### config.mk
export PLATFORM = sky130hd
export DESIGN_NAME = wavegen_top
export DESIGN_NICKNAME = d
export VERILOG_FILES = /design/src/wavegen_pkg.sv /design/src/param_bank.sv /design/src/sample_ticker.sv /design/src/square_core.sv /design/src/sample_sender.sv /design/src/wavegen_top.sv
export SDC_FILE = /design/constraint.sdc
export NUM_CORES = 1
export LEC_CHECK = 0
export ABC_AREA = 1
export BUFFER_PORTS_ARGS = -buffer_cell sky130_fd_sc_hd__buf_2
export CORE_UTILIZATION = 50
export CTS_BUF_LIST = sky130_fd_sc_hd__clkbuf_4 sky130_fd_sc_hd__clkbuf_8
export DETAILED_ROUTE_END_ITERATION = 10
export HOLD_SLACK_MARGIN = 0.03
export PLACE_DENSITY = 0.68
export SYNTH_ARGS = -nofsm -noshare
export SYNTH_HDL_FRONTEND = slang
export SYNTH_SLANG_ARGS = --single-unit
### constraint.sdc
create_clock -name clock -period 4.65 [get_ports clock]
set_input_delay 0.2325 -clock clock [delete_from_list [all_inputs] [get_ports clock]]
set_output_delay 0.2325 -clock clock [all_outputs]
set_load 0.01 [all_outputs]
### src/wavegen_pkg.sv
// Widths, types, register map and buffer sizing shared by the square-wave generator blocks
package wavegen_pkg;

    // Width of the phase counter and of every timing setting
    localparam int COUNTER_WIDTH = 32;

    // Number of samples the output sender can hold
    localparam int FIFO_DEPTH = 4;
    // Pointer and occupancy widths for the sender buffer
    localparam int FIFO_PTR_WIDTH = $clog2(FIFO_DEPTH);
    localparam int FIFO_COUNT_WIDTH = $clog2(FIFO_DEPTH + 1);

    // Output levels and configuration write data
    typedef logic [31:0] word_t;
    // Phase counter, start delay, on time and period
    typedef logic [COUNTER_WIDTH-1:0] phase_t;
    // Destination and user tags carried with each sample
    typedef logic [7:0] tag_t;
    // Tick divider setting
    typedef logic [15:0] div_t;
    typedef logic [3:0] cfg_addr_t;
    // Count of triggers refused because the buffer was full
    typedef logic [15:0] ovf_t;

    // Configuration register map
    localparam cfg_addr_t ADDR_V_ON = 4'd0;
    localparam cfg_addr_t ADDR_V_OFF = 4'd1;
    localparam cfg_addr_t ADDR_T_DELAY = 4'd2;
    localparam cfg_addr_t ADDR_T_ON = 4'd3;
    localparam cfg_addr_t ADDR_PERIOD = 4'd4;
    localparam cfg_addr_t ADDR_DEST = 4'd5;
    localparam cfg_addr_t ADDR_USER = 4'd6;
    localparam cfg_addr_t ADDR_TICK_DIV = 4'd7;
    // Bit 0 of the control word is the run bit
    localparam cfg_addr_t ADDR_CONTROL = 4'd8;

    // Configuration port handshake states
    typedef enum logic {
        HS_IDLE,
        HS_ACKED
    } handshake_state_e;

    // Output port handshake states
    typedef enum logic [1:0] {
        SND_IDLE,
        SND_WAIT_ACK_HIGH,
        SND_WAIT_ACK_LOW
    } sender_state_e;

endpackage

### src/param_bank.sv
// Settings register bank written through a four-phase req/ack configuration port
`timescale 1ns/100ps

module param_bank import wavegen_pkg::*; (
    input  logic      clock,
    input  logic      arst_n,
    input  logic      cfg_req,
    input  cfg_addr_t cfg_addr,
    input  word_t     cfg_data,
    output logic      cfg_ack,
    output word_t     v_on,
    output word_t     v_off,
    output phase_t    t_delay,
    output phase_t    t_on,
    output phase_t    period,
    output tag_t      dest,
    output tag_t      user,
    output div_t      tick_div,
    output logic      run
);

    handshake_state_e state;

    // The acknowledge is high for exactly as long as the bank sits in the acked state
    assign cfg_ack = (state == HS_ACKED);

    always_ff @(posedge clock or negedge arst_n) begin
        if (!arst_n) begin
            state <= HS_IDLE;
            v_on <= '0;
            v_off <= '0;
            t_delay <= '0;
            t_on <= '0;
            period <= '0;
            dest <= '0;
            user <= '0;
            tick_div <= '0;
            run <= 1'b0;
        end else begin
            case (state)
                HS_IDLE: begin
                    // A request is decoded once, on the edge that raises the acknowledge
                    if (cfg_req) begin
                        state <= HS_ACKED;
                        case (cfg_addr)
                            ADDR_V_ON: v_on <= cfg_data;
                            ADDR_V_OFF: v_off <= cfg_data;
                            ADDR_T_DELAY: t_delay <= cfg_data;
                            ADDR_T_ON: t_on <= cfg_data;
                            ADDR_PERIOD: period <= cfg_data;
                            // Tags and divider keep only the low bits of the write data
                            ADDR_DEST: dest <= cfg_data[7:0];
                            ADDR_USER: user <= cfg_data[7:0];
                            ADDR_TICK_DIV: tick_div <= cfg_data[15:0];
                            ADDR_CONTROL: run <= cfg_data[0];
                            // Unused addresses still complete the handshake
                            default: ;
                        endcase
                    end
                end
                HS_ACKED: begin
                    // Wait for the host to release the request before going idle again
                    if (!cfg_req) begin
                        state <= HS_IDLE;
                    end
                end
                default: state <= HS_IDLE;
            endcase
        end
    end

endmodule

### src/sample_ticker.sv
// Clock divider that produces one-cycle sample triggers while the generator runs
`timescale 1ns/100ps

module sample_ticker import wavegen_pkg::*; (
    input  logic clock,
    input  logic arst_n,
    input  logic run,
    input  div_t tick_div,
    output logic tick
);

    div_t count;

    always_ff @(posedge clock or negedge arst_n) begin
        if (!arst_n) begin
            count <= '0;
            tick <= 1'b0;
        end else if (!run) begin
            // Stopped, so the divider is cleared and no trigger goes out
            count <= '0;
            tick <= 1'b0;
        end else if (count == '0) begin
            // Expired count reloads; a divider of zero ticks on every clock
            count <= tick_div;
            tick <= (tick_div == '0);
        end else begin
            // Tick on the step that brings the count down to zero
            count <= count - 1'b1;
            tick <= (count == 16'd1);
        end
    end

endmodule

### src/square_core.sv
// Square-wave core that turns accepted triggers into tagged sample words
`timescale 1ns/100ps

module square_core import wavegen_pkg::*; (
    input  logic   clock,
    input  logic   arst_n,
    input  logic   run,
    input  logic   tick,
    input  word_t  v_on,
    input  word_t  v_off,
    input  phase_t t_delay,
    input  phase_t t_on,
    input  phase_t period,
    input  tag_t   dest,
    input  tag_t   user,
    input  logic   buffer_full,
    output logic   sample_valid,
    output word_t  sample_data,
    output tag_t   sample_dest,
    output tag_t   sample_user,
    output ovf_t   overflow_count
);

    phase_t phase;
    phase_t last_phase;
    word_t level;
    logic accept;

    // Highest phase before the wrap; a zero period behaves like a period of one
    assign last_phase = (period == '0) ? '0 : period - 1'b1;

    // Level belonging to the current phase
    assign level = (phase < t_on) ? v_on : v_off;

    // A trigger only counts when the sender still has room for the sample
    assign accept = run && tick && !buffer_full;

    // Phase counter and refused-trigger counter
    always_ff @(posedge clock or negedge arst_n) begin
        if (!arst_n) begin
            phase <= '0;
            overflow_count <= '0;
        end else if (!run) begin
            // Stopped, so the next run starts from the programmed delay
            phase <= t_delay;
        end else if (tick) begin
            if (buffer_full) begin
                // Refused trigger keeps the phase so the waveform has no gap
                if (overflow_count != '1) begin
                    overflow_count <= overflow_count + 1'b1;
                end
            end else if (phase >= last_phase) begin
                phase <= '0;
            end else begin
                phase <= phase + 1'b1;
            end
        end
    end

    // Valid flag is a one-cycle pulse after each accepted trigger
    always_ff @(posedge clock or negedge arst_n) begin
        if (!arst_n) begin
            sample_valid <= 1'b0;
        end else begin
            sample_valid <= accept;
        end
    end

    // Sample payload is captured from the phase before it advances
    always_ff @(posedge clock) begin
        if (accept) begin
            sample_data <= level;
            sample_dest <= dest;
            sample_user <= user;
        end
    end

endmodule

### src/sample_sender.sv
// Sample buffer that drains its entries over a four-phase req/ack output port
`timescale 1ns/100ps

module sample_sender import wavegen_pkg::*; (
    input  logic  clock,
    input  logic  arst_n,
    input  logic  sample_valid,
    input  word_t sample_data,
    input  tag_t  sample_dest,
    input  tag_t  sample_user,
    input  logic  out_ack,
    output logic  buffer_full,
    output logic  out_req,
    output word_t out_data,
    output tag_t  out_dest,
    output tag_t  out_user
);

    word_t data_mem [FIFO_DEPTH];
    tag_t dest_mem [FIFO_DEPTH];
    tag_t user_mem [FIFO_DEPTH];

    logic [FIFO_PTR_WIDTH-1:0] wr_ptr;
    logic [FIFO_PTR_WIDTH-1:0] rd_ptr;
    logic [FIFO_COUNT_WIDTH-1:0] count;
    sender_state_e state;
    logic pop;

    // Full also covers a sample that is already on its way from the core
    assign buffer_full = (count == FIFO_COUNT_WIDTH'(FIFO_DEPTH))
        || (sample_valid && count == FIFO_COUNT_WIDTH'(FIFO_DEPTH - 1));

    // The head entry stays on the port until the acknowledge pops it
    assign out_data = data_mem[rd_ptr];
    assign out_dest = dest_mem[rd_ptr];
    assign out_user = user_mem[rd_ptr];
    assign out_req = (state == SND_WAIT_ACK_HIGH);
    assign pop = out_req && out_ack;

    always_ff @(posedge clock) begin
        if (sample_valid) begin
            data_mem[wr_ptr] <= sample_data;
            dest_mem[wr_ptr] <= sample_dest;
            user_mem[wr_ptr] <= sample_user;
        end
    end

    // Pointers wrap on their own since the depth is a power of two
    always_ff @(posedge clock or negedge arst_n) begin
        if (!arst_n) begin
            wr_ptr <= '0;
            rd_ptr <= '0;
            count <= '0;
        end else begin
            if (sample_valid) wr_ptr <= wr_ptr + 1'b1;
            if (pop) rd_ptr <= rd_ptr + 1'b1;
            if (sample_valid && !pop) count <= count + 1'b1;
            else if (pop && !sample_valid) count <= count - 1'b1;
        end
    end

    // Request rises only with data waiting and the acknowledge already low
    always_ff @(posedge clock or negedge arst_n) begin
        if (!arst_n) begin
            state <= SND_IDLE;
        end else begin
            case (state)
                SND_IDLE: if (count != '0 && !out_ack) state <= SND_WAIT_ACK_HIGH;
                SND_WAIT_ACK_HIGH: if (out_ack) state <= SND_WAIT_ACK_LOW;
                // After the sink releases the acknowledge the next entry may go straight out
                SND_WAIT_ACK_LOW: if (!out_ack) begin
                    state <= (count != '0) ? SND_WAIT_ACK_HIGH : SND_IDLE;
                end
                default: state <= SND_IDLE;
            endcase
        end
    end

endmodule

### src/wavegen_top.sv
// Square-wave sample generator with req/ack configuration and output ports
`timescale 1ns/100ps

module wavegen_top import wavegen_pkg::*; (
    input  logic      clock,
    input  logic      arst_n,
    input  logic      cfg_req,
    input  cfg_addr_t cfg_addr,
    input  word_t     cfg_data,
    input  logic      out_ack,
    output logic      cfg_ack,
    output logic      out_req,
    output word_t     out_data,
    output tag_t      out_dest,
    output tag_t      out_user,
    output ovf_t      overflow_count
);

    // Settings from the register bank
    word_t v_on;
    word_t v_off;
    phase_t t_delay;
    phase_t t_on;
    phase_t period;
    tag_t dest;
    tag_t user;
    div_t tick_div;
    logic run;

    // Trigger, sample path and back-pressure between the blocks
    logic tick;
    logic sample_valid;
    word_t sample_data;
    tag_t sample_dest;
    tag_t sample_user;
    logic buffer_full;

    param_bank i_param_bank (
        .clock(clock), .arst_n(arst_n),
        .cfg_req(cfg_req), .cfg_addr(cfg_addr), .cfg_data(cfg_data), .cfg_ack(cfg_ack),
        .v_on(v_on), .v_off(v_off), .t_delay(t_delay), .t_on(t_on), .period(period),
        .dest(dest), .user(user), .tick_div(tick_div), .run(run)
    );

    sample_ticker i_sample_ticker (
        .clock(clock), .arst_n(arst_n),
        .run(run), .tick_div(tick_div), .tick(tick)
    );

    square_core i_square_core (
        .clock(clock), .arst_n(arst_n), .run(run), .tick(tick),
        .v_on(v_on), .v_off(v_off), .t_delay(t_delay), .t_on(t_on), .period(period),
        .dest(dest), .user(user), .buffer_full(buffer_full),
        .sample_valid(sample_valid), .sample_data(sample_data),
        .sample_dest(sample_dest), .sample_user(sample_user),
        .overflow_count(overflow_count)
    );

    sample_sender i_sample_sender (
        .clock(clock), .arst_n(arst_n),
        .sample_valid(sample_valid), .sample_data(sample_data),
        .sample_dest(sample_dest), .sample_user(sample_user),
        .out_ack(out_ack), .buffer_full(buffer_full), .out_req(out_req),
        .out_data(out_data), .out_dest(out_dest), .out_user(out_user)
    );

endmodule

==> impl_metrics.ini <==
[floorplanning]
coreArea_um2 = 46600
die_area_um2 = 48000
die_y_um = 219
rows = 79
die_w_um = 219
ioPinCount = 106
start_util_pct = 50.6

[worst_setup_path]
end_kind = flop
critPathKind = reg -> reg
crit_path_top_delay_cell = or2_1
crit_path_frequent_cell = nand2_1
cp_max_fo = 32
crit_required_ns = 5.22
critical-path-max-stage-delay_ns = 0.66
crit_path_start_kind = flop
critical_path_arrival_ns = 4.10
crit_chain = inv_1 > ha_1 > nor3b_1 > nand3_1 > or2_1 > o21ai_0 > a21o_1 > ha_1 > nand2_1 > nand2_1 > nand2_1 > nand2_1 > a21oi_1 > nand4_1 > nand2_1 > buf_4 > nand4_1 > nand2_1
critical-path-top-delay-family = simple AND/OR/NAND/NOR gates
cp_num_buf_inv = 2
rrSetupSlack_ns = 1.12

[clock_network]
numCtsBuffers = 80
cts_resized = 0
clk_pin_slew_ns = 0.06
cts_tree = yes
htree_levels = 3
clock_sinks = 509
clockBufferDepth = 3
post-cts-setup-buffers = 0
clock_latency_ns = 0.65
cts-hold-fix-buffers = 23
cts_root_buf = clkbuf_8

[route]
route.vias.total = 17700
firstDrtPassIters = 6
viasPerCell = 5.40
antenna_left = 0
wl_per_cell_um = 17.7
initialDrtViolationCount = 1483
drc = 0
routed_wl_um = 58100

[yosys]
syn_area_um2 = 23600
yosys-top-cells-area = edfxtp_1 (31%), dfrtp_1 (29%), nand2_1 (9.5%)
syn_avg_cell_area_um2 = 9.51
synth_cell_type_count = 52
synth_xor_area_share_pct = 1.75
yosysTopAreaCellShare_pct = 30.6
synth_fa_ha_area_share_pct = 4.07
synth-simple-area-share_pct = 19.2
syn-num-nets = 2594
netlist_instances = 2478
ys.flop_type = dfrtp_1
synth_top_family_by_area = simple AND/OR/NAND/NOR gates
async_flop_share_pct = 52.8
synth_mux_area_share_pct = 0.0478
synth.largest_area_cell = edfxtp_1
ys_seq_area_share_pct = 59.2
yosysWarnings = 0
synth-compound-area-share_pct = 10.2
ys_seq_elements = 509
synth_edf_count = 240

[run_status]
outcome = completed

[power]
pwr_density_cell_nw_per_um2 = 524
pwr-share-comb_pct = 30.1
p_sw_share_pct = 35.7
p_sw_mw = 4.97
leakagePower_nw = 11.8
power.total_mw = 13.9
ir_worst_vdd_uv = 381
p_clk_share_pct = 28.6
seqPwrFrac_pct = 41.3
power.internal_mw = 8.95

[timing]
fmax_ghz = 0.283
setup_viol_count_final = 0
hold_ws_ns = 0.0909
rsz0062_at_grt = false
slew_headroom_pct = 21.2
period_needed_ns = 3.53
final_hold_viol_count = 0
tightest_slew_ns = 1.18
skew_ns = 0.0268
drv_slew = 0
fin_crit_sh_pct = 75.9
fin_tns_setup_ns = 0

[grt]
grt_antenna_before_repair = 6
grt_max_degree = 105
grtUsageTotal_pct = 24.9
grt_overflow = 0
grt_pass1_wl_um = 92400
grt_pass1_vias = 17300

[min_path]
min_path_type = in -> reg

[placement]
place.port_buffers = 105
dpl.hpwl_um = 37800
routabilityCongestion = 0.874

[flow_run]
maxCapViolations = 0

[cells_and_area]
drive_above_1_share_pct = 12.3
most-common-layout-cells = nand2_1 (593), o21ai_0 (341), dfrtp_1 (268)
area_growth_pct = 12.8
num-fill-cells = 3998
final_common_cell = nand2_1
final_util_pct = 57.1
layout.nets = 2726
synthesized netlist by cell type, types with 6 or more instances:
cell and number:
ha_1 75, nand3_1 104, xnor2_1 12, nor3_1 17, or2_2 7, nand2_2 8, o21bai_1 6, nor4_1 12
nand4_1 50, inv_1 227, nor2_4 6, dfrtp_1 269, nand3_2 6, nand2_1 593, nor2_2 10, o21ai_0 341
nor2_1 224, a21oi_1 36, o22ai_1 48, buf_2 15, xor2_1 35, clkbuf_1 83, edfxtp_1 240
per-layer routing:
layer,routed length (um),vias to the layer above,share of wire [%],GRT usage (%)
met5,0,-,0,0
met4,1420,0,2.4,8.82
met3,3290,106,5.7,3.33
met2,28000,484,48,41.7
met1,25300,8539,44,33.1
li1,-,8568,-,-
stage by stage:
stage          instance area [um2]  setup slack, ns  instances
3_5_place_dp                 24600             1.18       3112
4_1_cts                      26600             1.14       3277
2_1_floorplan                23600             1.86       2478
6_report                     26600             1.12       3280
3_3_place_gp                 24600             1.26       3112
5_1_grt                      26600            0.872       3278
tightest hold or removal path: stages:
cell and delay [ns]:
buf_2 0.10, inv_1 0.16, o21ai_0 0.20
worst paths after layout:
| path | from | end | depth (start not counted) |
|---|---|---|---|
| setup / recovery | i_param_bank.period[0] | i_square_core.phase[27] | 18 |
| hold / removal | cfg_data[20] | i_param_bank.t_on[20] | 3 |
| setup reg to reg | i_param_bank.period[0] | i_square_core.phase[27] | 18 |
| hold reg to reg | i_param_bank.dest[6] | i_square_core.sample_dest[6] | 0 |
| max in group asynchronous | arst_n | i_sample_sender.rd_ptr[0] | 3 |
| min in group asynchronous | arst_n | i_sample_ticker.count[13] | 2 |
final cells by class:
cell class	count	area, um2	area share [%]
Clock buffer	122	1500	5.66
Clock inverter	20	195	0.734
Antenna cell	3	7.51	0.0282
Multi-Input combinational cell	1634	8330	31.3
Inverter	235	885	3.33
Tap cell	607	759	2.86
Sequential cell	509	13900	52.4
Timing Repair Buffer	150	956	3.60
power groups by stage:
| stage | Combinational [mW] | Clock, mW | Sequential [mW] |
|---|---|---|---|
| floorplan | 2.94 | 0 | 5.66 |
| global placement | 4.05 | 0 | 5.80 |
| detailed placement | 4.17 | 0 | 5.83 |
| CTS | 4.20 | 4.06 | 5.75 |
| global route | 4.75 | 4.26 | 5.82 |
| finish | 4.19 | 3.98 | 5.75 |
cells by family (layout without fill, tap and decap cells):
logic type | count (synthesis) | after routing
compound gates | 456 | 456
xor+xnor | 47 | 47
fa+ha+maj | 76 | 76
buf+inv | 335 | 527
flops | 509 | 509
mux | 1 | 1
other cells | 0 | 3
simple gates | 1054 | 1054
state kept, by name, summed over array words and instances, names as in the netlist, 32 cells and up:
name	cells
i_param_bank.v_on	32
i_param_bank.v_off	32
i_square_core.phase	32
i_sample_sender.user_mem	32
i_sample_sender.dest_mem	32
i_sample_sender.data_mem	128
i_param_bank.t_on	32
i_square_core.sample_data	32
i_param_bank.period	32
i_param_bank.t_delay	32
No activity file was read; power rests on OpenSTA's default activity.
